===== config.mk =====
export PLATFORM = sky130hd
export DESIGN_NAME = result_deskew
export DESIGN_NICKNAME = d
export VERILOG_FILES = /design/src/mesh_pkg.sv /design/src/tag_pkg.sv /design/src/delay_line.sv /design/src/result_deskew.sv
export SDC_FILE = /design/constraint.sdc
export NUM_CORES = 1
export LEC_CHECK = 0
export BUFFER_PORTS_ARGS = -buffer_cell sky130_fd_sc_hd__buf_2
export CAP_MARGIN = 20
export CORE_ASPECT_RATIO = 1.2
export CORE_MARGIN = 5
export CORE_UTILIZATION = 51
export DETAILED_ROUTE_END_ITERATION = 12
export PLACE_DENSITY_LB_ADDON = 0.3
export SYNTH_ARGS = -nofsm -noshare
export SYNTH_HDL_FRONTEND = slang
export SYNTH_SLANG_ARGS = --single-unit

===== constraint.sdc =====
create_clock -name clk -period 1.5 [get_ports clk]
set_clock_uncertainty 0.05 [all_clocks]
set_input_delay 0.225 -clock clk [delete_from_list [all_inputs] [get_ports clk]]
set_output_delay 0.225 -clock clk [all_outputs]
set_load 0.01 [all_outputs]

===== src/mesh_pkg.sv =====
package mesh_pkg;

    // **********************************************************
    // grid geometry
    // **********************************************************

    localparam int MESH_DIM = 4;    // tiles per side, also lane count

    // **********************************************************
    // data widths and element types
    // **********************************************************

    localparam int A_W   = 8;       // left-edge operand
    localparam int ACC_W = 20;      // partial sums and weights share this width

    // one a operand, signed
    typedef logic signed [A_W-1:0] a_t;

    // partial sum or weight word, signed, wraps on overflow
    typedef logic signed [ACC_W-1:0] acc_t;

    // **********************************************************
    // fixed latency
    // **********************************************************

    // edge that samples a beat to the edge that presents its result
    // skew in, one stage per tile row, deskew and output register
    localparam int MESH_LATENCY = 2 * MESH_DIM;

endpackage


===== src/tag_pkg.sv =====
package tag_pkg;

    // beat tags ride alongside the data but never enter the grid

    localparam int ID_W = 3;

    // id of a beat, returned with its result
    typedef logic [ID_W-1:0] id_t;

    // payload of the tag delay line
    typedef struct packed {
        id_t  id;
        logic last;     // marks the final beat of a sequence
    } tag_t;

endpackage


===== src/delay_line.sv =====
`timescale 1ns/1ps

module delay_line #(
    parameter int  DEPTH     = 1,
    parameter type payload_t = logic
) (
    input  logic     clk,
    input  logic     rst,
    input  payload_t din,
    output payload_t dout
);

    generate
        if (DEPTH == 0) begin : g_bypass
            assign dout = din;  // zero-length lane
        end else begin : g_chain
            payload_t stage_q [DEPTH];

            always_ff @(posedge clk) begin
                if (rst) begin
                    for (int i = 0; i < DEPTH; i++) begin
                        stage_q[i] <= '0;
                    end
                end else begin
                    stage_q[0] <= din;
                    for (int i = 1; i < DEPTH; i++) begin
                        stage_q[i] <= stage_q[i-1];
                    end
                end
            end

            assign dout = stage_q[DEPTH-1];
        end
    endgenerate

endmodule


===== src/result_deskew.sv =====
`timescale 1ns/1ps

module result_deskew (
    input  logic                          clk,
    input  logic                          rst,
    input  mesh_pkg::acc_t                col_c [mesh_pkg::MESH_DIM],
    input  logic [mesh_pkg::MESH_DIM-1:0] col_valid,
    input  tag_pkg::tag_t                 tag,
    output logic                          out_valid,
    output mesh_pkg::acc_t                out_c [mesh_pkg::MESH_DIM],
    output tag_pkg::id_t                  out_id,
    output logic                          out_last
);

    import mesh_pkg::*;
    import tag_pkg::*;

    acc_t lane_c [MESH_DIM];    // columns realigned
    logic lane_valid;
    tag_t tag_q;

    // **********************************************************
    // undo the stagger, column j waits MESH_DIM-1-j cycles
    // **********************************************************

    for (genvar j = 0; j < MESH_DIM; j++) begin : g_col
        delay_line #(.DEPTH(MESH_DIM - 1 - j), .payload_t(acc_t)) u_c_dly (
            .clk  (clk),
            .rst  (rst),
            .din  (col_c[j]),
            .dout (lane_c[j])
        );
    end

    // column 0 is the slowest lane, its valid marks the aligned beat
    delay_line #(.DEPTH(MESH_DIM - 1), .payload_t(logic)) u_valid_dly (
        .clk  (clk),
        .rst  (rst),
        .din  (col_valid[0]),
        .dout (lane_valid)
    );

    // tag arrives one stage ahead of column 0
    always_ff @(posedge clk) begin
        tag_q <= tag;
    end

    // **********************************************************
    // output register, holds between valid beats
    // **********************************************************

    always_ff @(posedge clk) begin
        if (rst) begin
            out_valid <= 1'b0;
            out_id    <= '0;
            out_last  <= 1'b0;
            for (int k = 0; k < MESH_DIM; k++) begin
                out_c[k] <= '0;
            end
        end else begin
            out_valid <= lane_valid;
            if (lane_valid) begin
                out_id   <= tag_q.id;
                out_last <= tag_q.last;
                for (int k = 0; k < MESH_DIM; k++) begin
                    out_c[k] <= lane_c[k];
                end
            end
        end
    end

endmodule


==> flow_summary.yaml <==
outcome:
  status: "completed"
final_layout:
  nNetsFinal: 878
  fin_area_um2: 8900
  layout_common_cells: "211 x dfxtp_1, 170 x buf_2, 124 x nor2b_1"
  layout_commonest_cell: "dfxtp_1"
  syn_to_final_growth_pct: 38.7
  fillers: 880
  regArea_um2: 4250
  drive_gt1_share_pct: 26.1
  utilization_pct: 71.2
  multiInputGateArea_um2: 1930
  n_antenna_cell: 0
die:
  fp.dieH_um: 133
  die_w_um: 112
  num_rows: 45
  initial_utilization_pct: 51.4
  dieArea_um2: 14900
  io_pins: 175
  core-area_um2: 12500
sta:
  period_share_pct: 82.5
  setup_tns_ps: 0
  period_needed_ps: 1240
  drv_slew: 0
  max_freq_mhz: 808
  finalSetupViolCount: 0
  hold_viol_final: 0
  tightest_slew_ps: 320
  max_slew_margin_pct: 78.6
  hold_slack_ps: 343
  rsz0062_at_grt: "false"
cts:
  htree_levels: 1
  clock_latency_ps: 470
  cts_buffers: 19
  clock-sinks: 212
  path_clk_slew_ps: 60
  cts_buffer_depth: 3
  post_cts_buffers: 0
  cts_root_buf: "clkbuf_16"
  cts_tree: "yes"
logic_synthesis:
  synth_top_area_cell: "dfxtp_1"
  yosys_warnings: 0
  synth_area_leaders: "dfxtp_1 66%, mux2i_1 13%, nor2b_1 12%, nor2_1 4.9%, buf_8 0.94%"
  synthCells: 537
  synth.avg_cell_area_um2: 12.0
  syn_nets: 627
  post-synth-top-area-fraction_pct: 66.1
  syn_area_um2: 6420
  ys_seq_area_share_pct: 66.1
  ys_types: 10
  ys_ff_latch: 212
pwr:
  power_density_nw_per_um2: 1290
  p_leak_nw: 3.85
  vdd_drop_max_mv: 0.836
drt:
  routed_via_density: 4.47
  drc_errors: 0
  drt_iter0_markers: 233
  top_layer_used: "met4"
  drt-met1-wl_um: 5100
  wire_per_inst_um: 13.2
  ant_nets: 0
  vias: 4305
  routed_wl_um: 12800
  wl_met2_um: 6490
  drt-pass1-iter-count: 4
  met3WireLength_um: 907
global_routing:
  grt_start_max_net_pins: 65
  grt_pass1_vias: 4350
  grt_overflow: 0
  track_usage_pct: 16.7
  grt_pass1_wl_um: 20800
  antenna_found_initial: 0
setup_path:
  worstPathCellList: "buf_2"
  reg2reg_depth: 3
  critPathKind: "register to output port"
  max_stage_delay_ps: 360
  cp_num_cells: 1
  crit_buf_inv: 1
  required_ps: 1220
  cp_max_fo: 2
  critPathSlowestCell: "dfxtp_1"
  worstSetupStartpointType: "register"
  crit_path_end_kind: "output port"
  cp.arrival_ps: 960
  crit_family: "flip-flops"
hold_path:
  hold_depth: 2
  hold_class: "primary input to register"
placed_design:
  gp_congestion: 0.802
  io_buffers: 171
  placed_cell_area_um2: 7370
  dpl.hpwl_um: 7440
run:
  drv_cap: 0
==> final timing paths <==
check / from / end / slack [ps]
min reg2reg: g_col[0].u_c_dly.g_chain.stage_q[1][11] / g_col[0].u_c_dly.g_chain.stage_q[2][11] / 380
max: out_c[14] / out_c[14] / 260
max reg2reg: u_valid_dly.g_chain.stage_q[0][2] / out_c[40] / 300
min: tag[2] / tag_q[2] / 340
==> sequential cells by signal, summed over array words and instances (netlist names) <==
| register | cells |
|---|---|
| g_col.u_c_dly.g_chain.stage_q | 120 |
| out_c | 80 |
| out_id | 3 |
| out_last | 1 |
| out_valid | 1 |
| tag_q | 4 |
| u_valid_dly.g_chain.stage_q | 3 |
==> report_power, final <==
group          switching (mW)  leakage, nW  total [mW]  internal (mW)
clock network            1.92        0.331        5.04           3.12
logic                   0.246         1.79       0.630          0.384
registers              0.0473         1.74        5.85           5.81
total                    2.21         3.85        11.5           9.31
==> per-layer routing <==
metal  track usage [%]  up-vias
met3              4.16       23
met4              4.74        0
met2              30.5      133
met5                 0        -
li1                  -     2195
met1              19.1     1954
==> cell usage after synthesis <==
library cell	number
dfxtp_1	212
nor2b_1	124
buf_2	7
buf_8	4
buf_12	1
nor2_1	84
buf_6	4
clkbuf_1	11
buf_4	6
mux2i_1	84
==> kinds of logic (layout without fill, tap and decap cells) <==
| group | count (synthesis) | count (layout) | share of synthesized area, % |
|---|---|---|---|
| DFF | 212 | 212 | 66.1 |
| and+or+nand+nor | 208 | 208 | 17.0 |
| muxes | 84 | 84 | 13.1 |
| buffers and inverters | 33 | 296 | 3.84 |
==> metrics by stage <==
step	power, mW	setup slack (ps)	std cells
5_1_grt	12.0	205	964
3_5_place_dp	6.42	315	845
3_3_place_gp	6.40	362	845
4_1_cts	11.6	240	964
6_report	11.5	263	964
2_1_floorplan	6.25	420	537
==> repair_timing <==
action / CTS / global route
endpoints found under the hold margin: 86 / 0
gates resized for setup: 0 / 0
hold buffers: 86 / 0
==> layout make-up <==
type,instances,share of cell area (%)
timing repair buffer,263,20.7
sequential,212,47.7
multi-input combinational,292,21.7
tap,164,2.30
clock buffer,29,6.79
clock inverter,4,0.815
No activity file was read; power rests on OpenSTA's default activity.
