File: src/mesh_pkg.sv
package mesh_pkg;

    // **********************************************************
    // grid geometry
    // **********************************************************

    localparam int MESH_DIM = 4;    // tiles per side, also lane count

    // **********************************************************
    // data widths and element types
    // **********************************************************

    localparam int A_W   = 8;       // left-edge operand
    localparam int ACC_W = 20;      // partial sums and weights share this width

    // one a operand, signed
    typedef logic signed [A_W-1:0] a_t;

    // partial sum or weight word, signed, wraps on overflow
    typedef logic signed [ACC_W-1:0] acc_t;

    // **********************************************************
    // fixed latency
    // **********************************************************

    // edge that samples a beat to the edge that presents its result
    // skew in, one stage per tile row, deskew and output register
    localparam int MESH_LATENCY = 2 * MESH_DIM;

endpackage

File: src/pe_tile.sv
`timescale 1ns/1ps

module pe_tile (
    input  logic           clk,
    input  logic           rst,
    input  mesh_pkg::a_t   a_in,
    output mesh_pkg::a_t   a_out,
    input  mesh_pkg::acc_t psum_in,
    output mesh_pkg::acc_t psum_out,
    input  mesh_pkg::acc_t shadow_in,
    output mesh_pkg::acc_t shadow_out,
    input  logic           valid_in,
    output logic           valid_out,
    input  logic           propagate_in,
    output logic           propagate_out
);

    import mesh_pkg::*;

    acc_t shadow_q;     // weight being preloaded
    acc_t active_q;     // weight the products use
    logic prop_q;       // propagate bit of the last valid beat
    logic flip;
    acc_t weight;
    acc_t a_ext;

    // a changed propagate bit swaps the banks ahead of this beat's product
    assign flip   = valid_in && (propagate_in != prop_q);
    assign weight = flip ? shadow_q : active_q;
    assign a_ext  = acc_t'(a_in);   // sign extend

    // **********************************************************
    // weight banks
    // **********************************************************

    always_ff @(posedge clk) begin
        if (rst) begin
            shadow_q <= '0;
            active_q <= '0;
            prop_q   <= 1'b0;
        end else if (valid_in) begin
            shadow_q <= shadow_in;
            if (flip) begin
                active_q <= shadow_q;   // old shadow, not the one arriving now
                prop_q   <= propagate_in;
            end
        end
    end

    // **********************************************************
    // systolic outputs
    // **********************************************************

    // the displaced shadow moves one row down per valid beat,
    // so row r ends up holding the weight from r beats earlier
    always_ff @(posedge clk) begin
        if (rst) begin
            shadow_out    <= '0;
            valid_out     <= 1'b0;
            propagate_out <= 1'b0;
        end else begin
            shadow_out    <= shadow_q;
            valid_out     <= valid_in;
            propagate_out <= propagate_in;
        end
    end

    always_ff @(posedge clk) begin
        a_out    <= a_in;
        psum_out <= psum_in + a_ext * weight;   // wraps at ACC_W
    end

endmodule

File: config.mk
export PLATFORM = sky130hd
export DESIGN_NAME = pe_tile
export DESIGN_NICKNAME = d
export VERILOG_FILES = /design/src/mesh_pkg.sv /design/src/pe_tile.sv
export SDC_FILE = /design/constraint.sdc
export NUM_CORES = 1
export LEC_CHECK = 0
export BUFFER_PORTS_ARGS = -buffer_cell sky130_fd_sc_hd__buf_4
export CORE_MARGIN = 2
export CORE_UTILIZATION = 40
export CTS_CLUSTER_SIZE = 20
export DETAILED_ROUTE_END_ITERATION = 8
export GPL_ROUTABILITY_DRIVEN = 0
export PLACE_DENSITY = 0.57
export SLEW_MARGIN = 20
export SYNTH_ARGS = -nofsm -noshare
export SYNTH_HDL_FRONTEND = slang
export SYNTH_SLANG_ARGS = --single-unit
File: constraint.sdc
create_clock -name clk -period 9.6 [get_ports clk]
set_input_delay 2.4 -clock clk [delete_from_list [all_inputs] [get_ports clk]]
set_output_delay 2.4 -clock clk [all_outputs]
set_load 0.005 [all_outputs]
==> run_results.csv <==
group,metric,value,unit
run_status,status,"completed",
die,ioPinCount,102,
die,rows,48,
timing,skew,5.42,ps
logic_synthesis,synth_top_cell_area_share,29.8,%
placement,pre_cts_ws,1210,ps
logic_synthesis,avgSynthCellArea,10.1,um2
logic_synthesis,synth-seq-cells,91,
grt,grt_max_degree,64,
pwr,p_switching,0.495,mW
clock_tree,cts_buffers,9,
logic_synthesis,ys_top_cells_by_count,"inv_1, fa_1, dfxtp_1",
pwr,p_int,0.948,mW
timing,fin_setup_tns,0,ps
pwr,seq_power_share,31.1,%
placement,hpwlAfterDp,11400,um
pwr,leakagePower,4.10,nW
clock_tree,clk-insertion-delay-late,350,ps
cells_and_area,num_antenna_cells,0,
critical_path,critPathCaptureType,"register",
logic_synthesis,synthDistinctLibCells,32,
die,fp.dieW,135,um
logic_synthesis,netlist_area,0.00691,mm2
grt,grt_overflow,0,
logic_synthesis,muxShareOfSynthArea,6.41,%
timing,post-route-period-util,82.7,%
pwr,p_sw_share,34.3,%
logic_synthesis,netlist_instances,681,
drt,num_vias,4594,
worst_hold_path,min_from,"shadow_q[1]$_SDFFE_PP0P_",
logic_synthesis,synth_adder_area_share,37.6,%
logic_synthesis,synth-xor-area-share,4.07,%
drt,drt_pass1_iterations,4,
timing,rsz0062_at_grt,"no",
grt,grt_pass1_vias,5047,
drt,drc_errors,0,
critical_path,reg2regPathDepth,18,
die,dieArea,0.0183,mm2
die,floorplan.initialDensity,40.4,%
logic_synthesis,synth-compound-area-share,2.55,%
logic_synthesis,yosysWarnings,0,
timing,worst_pin_slew,705,ps
placement,placement.io_buffers,101,
logic_synthesis,synth-simple-area-share,15.6,%
pwr,powerDensity,176,mW/mm2
critical_path,regToRegEndpoint,"psum_out[19]$_DFF_P_",
cells_and_area,fin_nets,970,
timing,finalHoldViolations,0,
grt,track_usage,16.6,%
clock_tree,cts_tree,"done",
cells_and_area,syn_to_final_growth,18.3,%
clock_tree,cts.sinks,91,
timing,fin_ws,1660,ps
logic_synthesis,async_flop_share,0,%
die,fp.coreArea,0.0171,mm2
critical_path,worst_setup_path_start_kind,"input port",
job,drv_cap,0,
timing,finalMaxSlewViolations,0,
critical_path,critPathMaxFanout,23,
grt,antenna_found_initial,0,
logic_synthesis,synth_fp_nets,879,
critical_path,path_class,"input port to register",
drt,wl_per_cell,14.2,um
timing,slew_headroom,51.6,%
cells_and_area,fillers,1629,
logic_synthesis,synth_flop_cell,"dfxtp_1",
critical_path,worst-r2r-setup-slack,3570,ps
logic_synthesis,synth_top_family_by_area,"adder cells",
clock_tree,cts-hold-fix-buffers,0,
pwr,comb_power_share,42.8,%
clock_tree,post_cts_buffers,0,
logic_synthesis,yosysTopAreaCell,"fa_1",
drt,drtAntennaViolNets,0,
pwr,peakVddDrop,102,uV
timing,finalCriticalPeriod,7940,ps
clock_tree,clock_path_buffers,2,
worst_hold_path,hold_class,"register to register",
worst_hold_path,hold_path_depth,1,
die,die_y,135,um
critical_path,cp.arrival,8170,ps
drt,drt_wl_total,14200,um
clock_tree,cts_root_buf,"clkbuf_16",
drt,via_per_inst,4.58,
critical_path,startpoint,"valid_in",
timing,setup_viol,0,
critical_path,reg2reg_from,"prop_q$_SDFFE_PP0P_",
worst_hold_path,holdPathEnd,"shadow_out[1]$_SDFF_PP0_",
logic_synthesis,synth_most_common_cell,"inv_1",
critical_path,cp.required,9830,ps
cells_and_area,drive_gt1_share,17.4,%
drt,initialDrtViolationCount,178,
clock_tree,ctsResizeCount,0,
clock_tree,h-tree-depth,3,
timing,timing.fmax,0.126,GHz
clock_tree,path_clk_slew,70,ps
logic_synthesis,synth_edf_count,0,
pwr,power,1.44,mW
grt,grt_pass1_wl,24100,um
pwr,clkPwrFrac,26.1,%
logic_synthesis,netlist_top_cells_area,"fa_1, dfxtp_1, ha_1",
logic_synthesis,ys_seq_area_share,26.4,%
[power groups by stage]
stage | clock network (mW) | registers, mW | logic, mW
after floorplan | 0 | 0.462 | 0.428
after global placement | 0 | 0.458 | 0.616
after detailed placement | 0 | 0.458 | 0.629
after CTS | 0.388 | 0.450 | 0.634
after global routing | 0.403 | 0.455 | 0.706
final | 0.376 | 0.449 | 0.617
[layout by cell type (no fill, tap or decap), drive strengths merged, types with 12 or more instances in the layout]
master / synthesis / final
and2: 42 / 42
inv: 112 / 116
nand2: 61 / 61
ha: 43 / 43
buf: 6 / 101
nor2: 40 / 40
a21oi: 12 / 12
xnor2: 18 / 18
fa: 103 / 103
mux2i: 27 / 27
nor2b: 56 / 56
dfxtp: 91 / 91
mux2: 15 / 15
[worst max-delay path by stage]
stage                                       to  slack (ps)  cells after the start
after global placement    psum_out[19]$_DFF_P_        1380                     18
final                     psum_out[19]$_DFF_P_        1660                     18
after floorplan           psum_out[19]$_DFF_P_        2010                     20
after CTS                 psum_out[19]$_DFF_P_        1590                     18
after detailed placement  psum_out[19]$_DFF_P_        1210                     18
after global routing      psum_out[19]$_DFF_P_        1270                     18
[sequential cells by signal, summed over array words and instances (netlist names)]
| name | count |
|---|---|
| a_out | 8 |
| active_q | 20 |
| prop_q | 1 |
| propagate_out | 1 |
| psum_out | 20 |
| shadow_out | 20 |
| shadow_q | 20 |
| valid_out | 1 |
[final cells by class]
cell class	instances	area [um2]	area share, %
clock inverter	7	90.1	1.10
multi-input combinational	457	4580	56.0
timing repair buffer	101	758	9.27
clock buffer	9	225	2.75
tap	225	282	3.44
sequential	91	1820	22.3
inverter	112	420	5.14
[metal layers]
layer,wire length [um],vias up,GRT usage [%],part of all wire (%)
li1,-,2232,-,-
met1,6080,2283,20.4,43
met2,7550,70,30.5,53
met3,467,9,2.99,3.3
met4,130,0,3.76,0.91
met5,0,-,0,0
[worst max-delay path, cell delays in order]
cell	delay, ps
buf_4	330
nand2_2	430
mux2i_1	690
nand2b_1	220
fa_1	410
inv_1	80
fa_1	440
fa_1	580
fa_1	430
fa_1	440
ha_1	340
nand2_1	100
o211ai_1	130
nand4_1	120
nand2_1	120
a221o_1	340
a21oi_1	140
xnor3_1	400
[kinds of logic (layout without fill, tap and decap cells)]
logic type | after synthesis | after routing
AND/OR/NAND/NOR | 212 | 212
adder cells (fa/ha/maj) | 146 | 146
buffers and inverters | 133 | 229
flip-flops | 91 | 91
multiplexers | 42 | 42
XOR/XNOR | 29 | 29
AO/OA/AOI/OAI | 28 | 28
[metrics by stage]
step                cells  utilization (%)  instance area, um2  hold WS (ps)
floorplan             681                -                6910           456
global placement      986             45.9                7860           472
detailed placement    986             45.9                7860           477
CTS                  1002             47.8                8180           485
global route         1002             47.8                8180           493
finish               1002             47.8                8180           487
Note: power is estimated with default switching activity, not from simulation.
