===== config.mk =====
export PLATFORM = sky130hd
export DESIGN_NAME = operand_skew
export DESIGN_NICKNAME = d
export VERILOG_FILES = /design/src/mesh_pkg.sv /design/src/delay_line.sv /design/src/operand_skew.sv
export SDC_FILE = /design/constraint.sdc
export NUM_CORES = 1
export LEC_CHECK = 0
export BUFFER_PORTS_ARGS = -buffer_cell sky130_fd_sc_hd__buf_2
export CAP_MARGIN = 10
export CORE_MARGIN = 2
export CORE_UTILIZATION = 45
export DETAILED_ROUTE_END_ITERATION = 12
export PLACE_DENSITY_LB_ADDON = 0.1
export SLEW_MARGIN = 30
export SYNTH_ARGS = -nofsm -noshare
export SYNTH_HDL_FRONTEND = slang
export SYNTH_SLANG_ARGS = --single-unit

===== constraint.sdc =====
create_clock -name clk -period 0.81 [get_ports clk]
set_input_delay 0.1215 -clock clk [delete_from_list [all_inputs] [get_ports clk]]
set_output_delay 0.1215 -clock clk [all_outputs]
set_load 0.01 [all_outputs]

===== src/mesh_pkg.sv =====
package mesh_pkg;

    // **********************************************************
    // grid geometry
    // **********************************************************

    localparam int MESH_DIM = 4;    // tiles per side, also lane count

    // **********************************************************
    // data widths and element types
    // **********************************************************

    localparam int A_W   = 8;       // left-edge operand
    localparam int ACC_W = 20;      // partial sums and weights share this width

    // one a operand, signed
    typedef logic signed [A_W-1:0] a_t;

    // partial sum or weight word, signed, wraps on overflow
    typedef logic signed [ACC_W-1:0] acc_t;

    // **********************************************************
    // fixed latency
    // **********************************************************

    // edge that samples a beat to the edge that presents its result
    // skew in, one stage per tile row, deskew and output register
    localparam int MESH_LATENCY = 2 * MESH_DIM;

endpackage


===== src/delay_line.sv =====
`timescale 1ns/1ps

module delay_line #(
    parameter int  DEPTH     = 1,
    parameter type payload_t = logic
) (
    input  logic     clk,
    input  logic     rst,
    input  payload_t din,
    output payload_t dout
);

    generate
        if (DEPTH == 0) begin : g_bypass
            assign dout = din;  // zero-length lane
        end else begin : g_chain
            payload_t stage_q [DEPTH];

            always_ff @(posedge clk) begin
                if (rst) begin
                    for (int i = 0; i < DEPTH; i++) begin
                        stage_q[i] <= '0;
                    end
                end else begin
                    stage_q[0] <= din;
                    for (int i = 1; i < DEPTH; i++) begin
                        stage_q[i] <= stage_q[i-1];
                    end
                end
            end

            assign dout = stage_q[DEPTH-1];
        end
    endgenerate

endmodule


===== src/operand_skew.sv =====
`timescale 1ns/1ps

module operand_skew (
    input  logic                          clk,
    input  logic                          rst,
    input  logic                          in_valid,
    input  logic                          in_propagate,
    input  mesh_pkg::a_t                  in_a [mesh_pkg::MESH_DIM],
    input  mesh_pkg::acc_t                in_b [mesh_pkg::MESH_DIM],
    input  mesh_pkg::acc_t                in_d [mesh_pkg::MESH_DIM],
    output mesh_pkg::a_t                  row_a [mesh_pkg::MESH_DIM],
    output mesh_pkg::acc_t                col_b [mesh_pkg::MESH_DIM],
    output mesh_pkg::acc_t                col_d [mesh_pkg::MESH_DIM],
    output logic [mesh_pkg::MESH_DIM-1:0] col_valid,
    output logic [mesh_pkg::MESH_DIM-1:0] col_propagate
);

    import mesh_pkg::*;

    logic beat_valid;
    logic beat_propagate;
    a_t   beat_a [MESH_DIM];
    acc_t beat_b [MESH_DIM];
    acc_t beat_d [MESH_DIM];

    // **********************************************************
    // input register
    // **********************************************************

    always_ff @(posedge clk) begin
        if (rst) begin
            beat_valid     <= 1'b0;
            beat_propagate <= 1'b0;
        end else begin
            beat_valid     <= in_valid;
            beat_propagate <= in_propagate;
        end
    end

    // bubbles enter as zeros so they add nothing down a column
    always_ff @(posedge clk) begin
        for (int k = 0; k < MESH_DIM; k++) begin
            beat_a[k] <= in_valid ? in_a[k] : '0;
            beat_b[k] <= in_valid ? in_b[k] : '0;
            beat_d[k] <= in_valid ? in_d[k] : '0;
        end
    end

    // **********************************************************
    // stagger, lane k waits k cycles
    // **********************************************************

    for (genvar k = 0; k < MESH_DIM; k++) begin : g_lane
        logic [1:0] ctrl_dly;   // valid, propagate

        delay_line #(.DEPTH(k), .payload_t(a_t)) u_a_dly (
            .clk  (clk),
            .rst  (rst),
            .din  (beat_a[k]),
            .dout (row_a[k])
        );

        delay_line #(.DEPTH(k), .payload_t(acc_t)) u_b_dly (
            .clk  (clk),
            .rst  (rst),
            .din  (beat_b[k]),
            .dout (col_b[k])
        );

        delay_line #(.DEPTH(k), .payload_t(acc_t)) u_d_dly (
            .clk  (clk),
            .rst  (rst),
            .din  (beat_d[k]),
            .dout (col_d[k])
        );

        delay_line #(.DEPTH(k), .payload_t(logic [1:0])) u_ctrl_dly (
            .clk  (clk),
            .rst  (rst),
            .din  ({beat_valid, beat_propagate}),
            .dout (ctrl_dly)
        );

        assign col_valid[k]     = ctrl_dly[1];
        assign col_propagate[k] = ctrl_dly[0];
    end

endmodule


==> summary.md, run 1 <==
| Metric | Value |
|---|---|
| Floorplan Core Area | ~32,000 µm² |
| Result of the run | finished with violations |
| Share of layout cells above drive strength 1 | 0.475 |
| Final Critical Period | 1110 ps |
| Data arrival time of the critical path | 990 ps |
| Post-synth cell types | 10 |
| Initial cell density of the core | 0.457 |
| Total of buffers placed on input and output ports | 395 |
| Worst endpoint required time | about 690 ps |
| Max VDD drop | approximately 0.002 V |
| DP Worst Slack | -16.4 ps |
| Die Height | 183 µm |
| Net count of the mapped netlist | 1,324 |
| Yosys warning count | 0 |
| Global router's overall resource usage | 0.161 |
| Period utilisation layout | 1.38 |
| Setup Viol. Count Final | 200 |
| Fin. Hold Viols | 0 |
| Number of violations reported at the end of detailed-routing iteration 0 | roughly 260 |
| Total of max-cap violations | 0 |
| Post-detail-place hpwl | 17,500 µm |
| First-pass DRT Iterations | 4 |
| Buffering stage count on the worst path with inverters included | 1 |
| Number of global-route vias before repair | 8,564 |
| Leading post-synthesis cells by instance count | dfxtp_1 (488), and2_1 (192), nor2b_2 (170) |
| Kind of cell adding the most delay to the critical path | flip-flops |
| Area grow syn2layout | 44.0% |
| Maximum number of pins on one net before global-route repair | 57 |
| CP Capture Type | primary output |
| Final #Nets | 1,849 |
| Instance count of the mapped netlist | between 1,000 and 1,500 |
| Worst Hold Slack | 66.1 ps |
| Violated checks | setup timing |
| Post-detailed-route wirelength per cell | 13.9 µm |
| CTS buffer count | 47 |
| Total cell area at the placement stage | 16,200 µm² |
| Most used standard cell by instance count after synthesis | dfxtp_1 |
| Root buffer cell | clkbuf_16 |
| Flip-flop cell with the highest count after synthesis | dfxtp_1 |
| I/O pins | roughly 400 |
| Post-CTS setup repair buffer count | 0 |
| Synth Register Bits | about 490 |
| Portion of synthesized cell area occupied by the leading cell type | 0.677 |
| CTS Sinks | 488 |
| Min-Delay Path Class | in -> reg |
| Cell Chain, Critical Path | buf_6 |
| Vias post-DR | 8,530 |
| CTS Buffer Depth | 3 |
| Worst Path Max Fanout | 1 |
| Final Instance Area | 20,800 µm² |
| Row count | 65 |
| CTS tree | built |
| Number of antenna violations at the first check in global routing | 2 |
| Number of levels the H-tree was split into | 2 |
| Kind of critical path | reg -> out |
| Area of the die | roughly 34,000 µm² |
| Setup tns final | -53,430 ps |
| Number of filler cells placed in the layout | 2,315 |
| Residual overflow from global routing | 0 |
| Library cell occupying the most area in the post-synthesis netlist | dfxtp_1 |
| Max Clock Freq | 897 MHz |
| Fraction of synthesis flops using an asynchronous set or reset pin | 0 |
| Worst-skew pair later-pin latency | between 500 and 600 ps |
| Mean area per synthesized cell | 12.8 µm² |
| Delay of the slowest critical-path stage | around 350 ps |
| Cell leakage power | 9.12 nW |
| Ratio of routed vias to standard cells | 4.08 |
| Total power of the final layout | 49.9 mW |
| Clock-pin slew of the registers on the worst-case setup and hold paths | ~60 ps |
| Sequential-to-total area share from yosys stat | 0.677 |
| Biggest area contributors in the synthesized netlist | dfxtp_1 (68%), nor2b_2 (10%), and2_1 (8.3%), nor2b_1 (5.5%), buf_4 (5.1%) |
| Startpoint Class | flop |
| Final count of pins violating max slew | 0 |
| Total routed wirelength | slightly below 30,000 µm |
| Final worst-path setup slack | -305 ps |
| Max-slew headroom | 0.698 |
| Setup repair after global routing missed its margin | true |
| Worst setup skew after layout | 7.60 ps |
| Die X | 183 µm |
| Number of synthesized flops with an enable pin | 0 |
| Power per cell area | ~2400 nW/µm² |
| CP max-delay cell | dfxtp_2 |
| DRC violation count after routing | 0 |
| Tightest Pin Transition | 452 ps |
| Number of antenna-violating nets in the routed design | 0 |
| Global-route wire length before repair | roughly 43,000 µm |
| Last weighted congestion value of the routability-driven placer | ~0.77 |
| Post-synthesis cell area | 14,400 µm² |
==> flip-flops by register name (all words and copies together) (netlist names), 6 cells and up <==
| signal | count |
|---|---|
| g_lane.u_ctrl_dly.g_chain.stage_q | 6 |
| g_lane.u_b_dly.g_chain.stage_q | 120 |
| beat_d | 80 |
| beat_a | 32 |
| beat_b | 80 |
| g_lane.u_d_dly.g_chain.stage_q | 120 |
| g_lane.u_a_dly.g_chain.stage_q | 48 |
==> placed cells by master, fill, tap and decap left out, drive strengths merged <==
cell type,n
buf,428
bufinv,1
dfxtp,488
clkinv,8
and2,192
clkbuf,79
dlymetal6s4s,2
nor2b,296
dlygate4sd3,194
diode,2
==> kinds of logic after synthesis <==
| group | synth area share |
|---|---|
| buf+inv | 0.0819 |
| flops | 0.677 |
| simple gates | 0.241 |
==> power breakdown <==
| group | internal (mW) | switching [mW] | leakage, nW |
|---|---|---|---|
| logic | 2.24 | 1.29 | 4.28 |
| clock network | 12.6 | 8.52 | 0.764 |
| registers | 25.0 | 0.241 | 4.07 |
| total | 39.9 | 10.1 | 9.12 |
==> worst paths after layout <==
kind | startpoint | end | slack [ps] | depth (start not counted)
setup / recovery | beat_d[0][18]$_SDFF_PN0_ | col_d[78] | -300 | 1
hold / removal | rst | g_lane[1].u_b_dly.g_chain.stage_q[0][11]$_SDFF_PP0_ | 70 | 3
setup reg to reg | g_lane[3].u_ctrl_dly.g_chain.stage_q[0][2]$_SDFF_PP0_ | g_lane[3].u_ctrl_dly.g_chain.stage_q[0][4]$_SDFF_PP0_ | 240 | 1
hold reg to reg | beat_a[3][2]$_SDFF_PN0_ | g_lane[3].u_a_dly.g_chain.stage_q[0][2]$_SDFF_PP0_ | 430 | 1
==> what timing repair did <==
| action | CTS | global route |
|---|---|---|
| setup endpoints to repair | 200 | 567 |
| cloned | 0 | 5 |
| hold endpoints to repair | 209 | 0 |
| gates resized for setup | 179 | 114 |
| hold buffers | 196 | 0 |
==> layout make-up <==
cell class / count / area, µm² / area share
multi-input cells: 488 / 3480 / 0.167
well taps: 402 / 503 / 0.0242
clock inverters: 9 / 70.1 / 0.00337
clock buffers: 75 / 1460 / 0.0705
repair buffers: 628 / 5330 / 0.257
diodes: 2 / 5.00 / 0.000241
flip-flops and latches: 488 / 9930 / 0.478
==> metal layers <==
layer / wire length, µm / GRT usage
met5: 0 / 0
met4: 686 / 0.0560
met3: 2290 / 0.0560
met2: 14400 / 0.286
met1: 11600 / 0.179
==> per-stage QoR <==
| step | cells | utilization |
|---|---|---|
| after floorplan | 1128 | - |
| after global routing | 2092 | 0.658 |
| after global placement | 1805 | 0.513 |
| after detailed placement | 1805 | 0.513 |
| final | 2092 | 0.658 |
| after CTS | 2085 | 0.642 |
No activity file was read; power rests on OpenSTA's default activity.
==> run 2, diff against run 1 <==
--- a/config.mk
+++ b/config.mk
@@ -12,4 +12,5 @@
 export DETAILED_ROUTE_END_ITERATION = 12
 export PLACE_DENSITY_LB_ADDON = 0.1
+export REMOVE_ABC_BUFFERS = 1
 export SLEW_MARGIN = 30
 export SYNTH_ARGS = -nofsm -noshare
==> constraint.sdc (replaced) <==
create_clock -name clk -period 0.81 [get_ports clk]
set_input_delay 0.081 -clock clk [delete_from_list [all_inputs] [get_ports clk]]
set_output_delay 0.081 -clock clk [all_outputs]
set_load 0.01 [all_outputs]
==> run 2 against run 1 <==
Compared with the run above:
- the flow still finishes with violations (setup timing)
- combinational power barely moved
- register-to-register slack barely moved
- critical path depth did not move
- non-clock buffer count fell by 10
- sequential cell count did not move
- via count rose by 1.4%
- sequential share of layout area barely moved
- count of clock-buffer cells in the layout rose by 2
- clock power rose by 7%
- sequential power barely moved
- clock skew rose by 11 ps
- global-route usage rose by 0.85 points
- critical path type unchanged
- critical endpoint is now row_a[27]
- largest cell class unchanged
- largest power group unchanged
==> summary.md, run 2 (synthesis results as in run 1) <==
| Metric | Value |
|---|---|
| Final #Nets | 1,840 (-0.49%) |
| Fin. Hold Viols | 0 (unchanged) |
| Min-Delay Path Class | in -> reg |
| Vias post-DR | 8,650 (+1.4%) |
| Maximum number of pins on one net before global-route repair | 62 (+8.8%) |
| Most frequent cells in the layout | dfxtp_1 (347), buf_2 (252), dlygate4sd3_1 (195) |
| Max Clock Freq | 909 MHz (+1.3%) |
| Floorplan Core Area | 31,600 µm² (unchanged) |
| Global router's overall resource usage | 0.170 (+0.00845) |
| Row count | 65 (unchanged) |
| Number of global-route vias before repair | 8,712 (+1.7%) |
| CTS buffer count | 48 (+2.1%) |
| Kind of critical path | reg -> out |
| Total of buffers placed on input and output ports | 395 (unchanged) |
| Clock-pin slew of the registers on the worst-case setup and hold paths | 60 ps (about the same) |
| Initial cell density of the core | 0.457 (unchanged) |
| Internal power contribution | 41.1 mW (+2.9%) |
| Startpoint Class | flop |
| CTS tree | built |
| Total routed wirelength | 30,500 µm (+5.1%) |
| Psw | 10.3 mW (+2.5%) |
| Final Critical Period | 1100 ps (-14.7 ps) |
| Fraction of power consumed by combinational cells | 0.069 (-0.002) |
| Tightest Pin Transition | 383 ps (-69.7 ps) |
| Worst Path Max Fanout | 1 (unchanged) |
| Cell Chain, Critical Path | buf_6 |
| CTS Sinks | 488 (unchanged) |
| Setup repair after global routing missed its margin | true |
| Kind of cell adding the most delay to the critical path | flip-flops |
| Number of filler cells placed in the layout | 2,323 (+0.35%) |
| Residual overflow from global routing | 0 (unchanged) |
| Result of the run | finished with violations |
| Largest registers | g_lane.u_b_dly.g_chain.stage_q: 120 flops, g_lane.u_d_dly.g_chain.stage_q: 120 flops |
| Share of total power in sequential cells | 0.492 (-0.014) |
| Number of antenna-violating nets in the routed design | 0 (unchanged) |
| Max VDD drop | 0.00167 V (-15%) |
| Final count of pins violating max slew | 0 (unchanged) |
| DP Worst Slack | 2.89 ps (+19.3 ps) |
| Number of levels the H-tree was split into | 2 (unchanged) |
| CP max-delay cell | dfxtp_2 |
| I/O pins | 396 (unchanged) |
| Worst endpoint required time | 730 ps (+40 ps) |
| Period utilisation layout | 1.36 (-0.0181) |
| Area of the die | 33,500 µm² (unchanged) |
| First-pass DRT Iterations | 4 (unchanged) |
| Max-slew headroom | 0.745 (+0.0465) |
| Sw Share | 0.201 (-0.000667) |
| Delay of the slowest critical-path stage | 360 ps (about the same) |
| Last weighted congestion value of the routability-driven placer | 0.762 (-0.56%) |
| Area grow syn2layout | 44.1% (about the same) |
| Number of antenna violations at the first check in global routing | 1 (-1) |
| Post-detail-place hpwl | 18,500 µm (+6.2%) |
| Setup Viol. Count Final | 200 (unchanged) |
| Final worst-path setup slack | -290 ps (+14.7 ps) |
| Number of violations reported at the end of detailed-routing iteration 0 | 182 (-29%) |
| CP Capture Type | primary output |
| Worst-skew pair later-pin latency | 550 ps (+20 ps) |
| Die Height | 183 µm (unchanged) |
| Most common cell after layout, fill and taps aside | dfxtp_1 |
| DRC violation count after routing | 0 (unchanged) |
| DP Cell Count | 1,800 (-0.28%) |
| Buffering stage count on the worst path with inverters included | 1 (unchanged) |
| CTS Buffer Depth | 3 (unchanged) |
| Power per cell area | 2470 nW/µm² (+2.8%) |
| Cell leakage power | 9.08 nW (-0.37%) |
| Relative contribution of the clock network to total power | 0.439 (+0.015) |
| Violated checks | setup timing |
| Ratio of routed vias to standard cells | 4.15 (+1.8%) |
| Die X | 183 µm (unchanged) |
| Share of layout cells above drive strength 1 | 0.481 (+0.00643) |
| Total of max-cap violations | 0 (unchanged) |
| Global-route wire length before repair | 44,700 µm (+4.1%) |
| Post-detailed-route wirelength per cell | 14.6 µm (+5.5%) |
| Root buffer cell | clkbuf_16 |
| Cell Count, Final, Fillers Out | 2,083 (-0.43%) |
| Data arrival time of the critical path | 1020 ps (+30 ps) |
| Worst setup skew after layout | 18.8 ps (+11.3 ps) |
run 2: through the flow:
| step | setup TNS [ps] | power (mW) | util | hold slack (ps) | area (µm²) |
|---|---|---|---|---|---|
| 2_1_floorplan | 0 | 26.5 | - | 147 | 13200 |
| 4_1_cts | -55010 | 51.7 | 0.647 | 30.7 | 20400 |
| 3_3_place_gp | 0 | 28.1 | 0.511 | 285 | 16100 |
| 6_report | -47220 | 51.4 | 0.659 | 45.6 | 20800 |
| 5_1_grt | -55420 | 53.3 | 0.659 | 38.2 | 20800 |
| 3_5_place_dp | 0 | 28.1 | 0.511 | 289 | 16100 |
run 2: repair_timing:
action                                  CTS  global route
gates resized for setup                 216           110
hold buffers                            196             0
pin swaps                                 0             0
endpoints found under the setup margin  200           299
setup buffers                             0             0
gates cloned                              0             0
hold endpoints to repair                235             0
run 2: worst paths after layout:
kind	end	slack, ps	depth (start not counted)	from
hold reg to reg	g_lane[1].u_b_dly.g_chain.stage_q[0][12]$_SDFF_PP0_	420	1	beat_b[1][12]$_SDFF_PN0_
setup / recovery	row_a[27]	-290	1	beat_a[0][3]$_SDFF_PN0_
hold / removal	g_lane[3].u_b_dly.g_chain.stage_q[0][19]$_SDFF_PP0_	50	3	rst
setup reg to reg	g_lane[3].u_ctrl_dly.g_chain.stage_q[0][1]$_SDFF_PP0_	240	1	beat_valid$_SDFF_PP0_
run 2: metal layers:
metal	up-vias	track usage	routed length, µm
met2	296	0.305	15300
met4	0	0.0653	1130
li1	4324	-	-
met3	71	0.0564	2380
met5	-	0	0
met1	3959	0.185	11600
run 2: final cells by class:
class / instances / area (µm²) / area share
diodes: 1 / 2.50 / 0.000120
clock buffers: 77 / 1490 / 0.0717
clock inverters: 9 / 153 / 0.00734
repair buffers: 618 / 5220 / 0.251
multi-input cells: 488 / 3480 / 0.167
well taps: 402 / 503 / 0.0242
flip-flops and latches: 488 / 9950 / 0.478
run 2: power by group through the flow:
stage	registers, mW	clock network, mW	logic [mW]
2_1_floorplan	25.8	0	0.709
3_3_place_gp	25.7	0	2.41
3_5_place_dp	25.7	0	2.44
4_1_cts	25.2	23.1	3.37
5_1_grt	25.4	24.2	3.80
6_report	25.3	22.6	3.53
==> run 3, diff against run 2 <==
Settings changed: CORE_UTILIZATION 45 to 35, SKIP_LAST_GASP from default to 1.
==> run 3 against run 2 <==
Compared with the run above:
- the run still ends with setup timing left
- clock power is essentially flat
- sequential share of layout area shrank 0.59 points
- count of clock-buffer cells in the layout shrank 3
- sequential cell count is the same
- via count shrank 1.0%
- clock skew shrank 8.0 ps
- critical path type unchanged
- largest power group unchanged
==> summary.md, run 3 (synthesis results as in run 1) <==
| Metric | Value |
|---|---|
| Result of the run | finished with violations |
| Violated checks | setup timing |
| Reg2Reg Setup Slack | 250 ps (about the same) |
| Area of the die | 42,900 µm² (+28%) |
| CP Capture Type | primary output |
| Data arrival time of the critical path | 1020 ps (about the same) |
| Post-detailed-route wirelength per cell | 13.4 µm (-8.1%) |
| Global router's overall resource usage | 0.137 (-0.0331) |
| Final Critical Period | 1100 ps (-1.99 ps) |
| Total routed wirelength | 29,900 µm (-2.0%) |
| Setup repair after global routing missed its margin | true |
| Hold endpoint | beat_b[1][6]$_SDFF_PN0_ |
| Ratio of routed vias to standard cells | 3.86 (-7.2%) |
| Cell leakage power | 9.14 nW (+0.59%) |
| Vias post-DR | 8,562 (-1.0%) |
| CP max-delay cell | dfxtp_1 |
| Row count | 74 (+14%) |
| Number of antenna-violating nets in the routed design | 0 (unchanged) |
| Number of violations reported at the end of detailed-routing iteration 0 | 233 (+28%) |
| Critical hold path startpoint | in_b[46] |
| Setup Viol. Count Final | 200 (unchanged) |
| Min-Delay Path Class | in -> reg |
| Die X | 207 µm (+13%) |
| Delay of the slowest critical-path stage | 310 ps (-50 ps) |
| Kind of critical path | reg -> out |
| Clock-pin slew of the registers on the worst-case setup and hold paths | 60 ps (about the same) |
| Startpoint Class | flop |
| Worst Path Max Fanout | 1 (unchanged) |
| Tightest Pin Transition | 234 ps (-148 ps) |
| DRC violation count after routing | 0 (unchanged) |
| DP Cell Count | 1,937 (+7.6%) |
| CTS Sinks | 488 (unchanged) |
| Max VDD drop | 0.00154 V (-7.9%) |
| Depth of the worst register-to-register path | 1 (unchanged) |
| Setup tns final | -52,630 ps (-5400 ps) |
| Number of antenna violations at the first check in global routing | 0 (-1) |
| Share of layout cells above drive strength 1 | 0.482 (+0.000990) |
| Power per cell area | 2460 nW/µm² (-0.58%) |
| Initial cell density of the core | 0.354 (-0.103) |
| CTS Buffer Depth | 3 (unchanged) |
| CTS buffer count | 50 (+4.2%) |
| Cell Count, Final, Fillers Out | 2,221 (+6.6%) |
| Number of global-route vias before repair | 8,869 (+1.8%) |
| Buffering stage count on the worst path with inverters included | 1 (unchanged) |
| Total of buffers placed on input and output ports | 395 (unchanged) |
| Antenna diode instance count | 0 (-1) |
| Fin util | 0.517 (-0.142) |
| Worst setup skew after layout | 10.8 ps (-8.04 ps) |
| Total of max-cap violations | 0 (unchanged) |
| Max Clock Freq | 911 MHz (+0.18%) |
| Final count of pins violating max slew | 0 (unchanged) |
| Period utilisation layout | 1.36 (-0.00246) |
| Cell Chain, Critical Path | buf_2 |
| Max-slew headroom | 0.844 (+0.0987) |
| Root buffer cell | clkbuf_16 |
| DP Worst Slack | -20.5 ps (-23.4 ps) |
| Last weighted congestion value of the routability-driven placer | 0.740 (-2.9%) |
| Worst-skew pair later-pin latency | 560 ps (about the same) |
| Worst endpoint required time | 730 ps (about the same) |
| Residual overflow from global routing | 0 (unchanged) |
| Final #Nets | 1,850 (+0.54%) |
| Kind of cell adding the most delay to the critical path | flip-flops |
| Fin. Hold Viols | 0 (unchanged) |
| Most frequent cells in the layout | dfxtp_1 (352), buf_2 (257), dlygate4sd3_1 (195) |
| CTS tree | built |
| Number of levels the H-tree was split into | 2 (unchanged) |
| Reg2Reg Launch Point | g_lane[3].u_ctrl_dly.g_chain.stage_q[0][0]$_SDFF_PP0_ |
| Final worst-path setup slack | -288 ps (+1.99 ps) |
| First-pass DRT Iterations | 4 (unchanged) |
| Die Height | 207 µm (+13%) |
| Floorplan Core Area | 40,700 µm² (+29%) |
| Largest registers | g_lane.u_b_dly.g_chain.stage_q: 120 flops, g_lane.u_d_dly.g_chain.stage_q: 120 flops |
| I/O pins | 396 (unchanged) |
| Capturing point of the worst reg2reg path | g_lane[3].u_ctrl_dly.g_chain.stage_q[0][2]$_SDFF_PP0_ |
| Post-detail-place hpwl | 19,400 µm (+4.5%) |
| Area grow syn2layout | 45.8% |
| Maximum number of pins on one net before global-route repair | 56 (-9.7%) |
| Total power of the final layout | 51.7 mW (+0.61%) |
| Number of cells traversed by the worst hold path | 3 (unchanged) |
| Global-route wire length before repair | 46,600 µm (+4.3%) |
| Most common cell after layout, fill and taps aside | dfxtp_1 |
[run 3: power breakdown]
part,total (mW),internal [mW],switching [mW],leakage [nW]
clock network,22.9,13.9,8.98,0.826
logic,3.50,2.22,1.28,4.24
registers,25.3,25.0,0.240,4.07
total,51.7,41.2,10.5,9.14
[run 3: what timing repair did]
action / CTS / global route
endpoints found under the hold margin: 286 / 0
gates cloned: 0 / 1
endpoints found under the setup margin: 200 / 236
hold buffers: 195 / 0
setup buffers: 0 / 1
resized for setup: 210 / 100
[run 3: area by class of cell]
type	instances	area, µm²
fillers	3605	19700
flip-flops and latches	488	9940
repair buffers	626	5300
multi-input cells	488	3480
clock buffers	74	1490
well taps	532	666
clock inverters	13	169
[run 3: worst max-delay path by stage]
stage,start,end,slack (ps),cells past startpoint
after detailed placement,in_valid,beat_b[2][14]$_SDFF_PN0_,-20,4
after global routing,beat_d[0][1]$_SDFF_PN0_,col_d[61],-350,1
after global placement,in_valid,beat_b[3][9]$_SDFF_PN0_,-7,4
after floorplan,beat_propagate$_SDFF_PP0_,g_lane[3].u_ctrl_dly.g_chain.stage_q[0][0]$_SDFF_PP0_,240,1
after CTS,g_lane[1].u_d_dly.g_chain.stage_q[0][2]$_SDFF_PP0_,col_d[42],-340,1
final,beat_b[0][18]$_SDFF_PN0_,col_b[78],-290,1
[run 3: layer usage]
layer	share of wire	vias up	track usage	wire length [µm]
met3	0.091	48	0.0594	2730
met2	0.48	276	0.229	14400
met1	0.41	3890	0.157	12200
li1	-	4348	-	-
met4	0.021	0	0.0419	613
met5	0	-	0	0
[run 3: through the flow]
| stage | area, µm² | hold WS (ps) |
|---|---|---|
| floorplan | 13200 | 147 |
| global placement | 16400 | 286 |
| detailed placement | 16400 | 289 |
| CTS | 20700 | 191 |
| global route | 21000 | 212 |
| finish | 21000 | 245 |
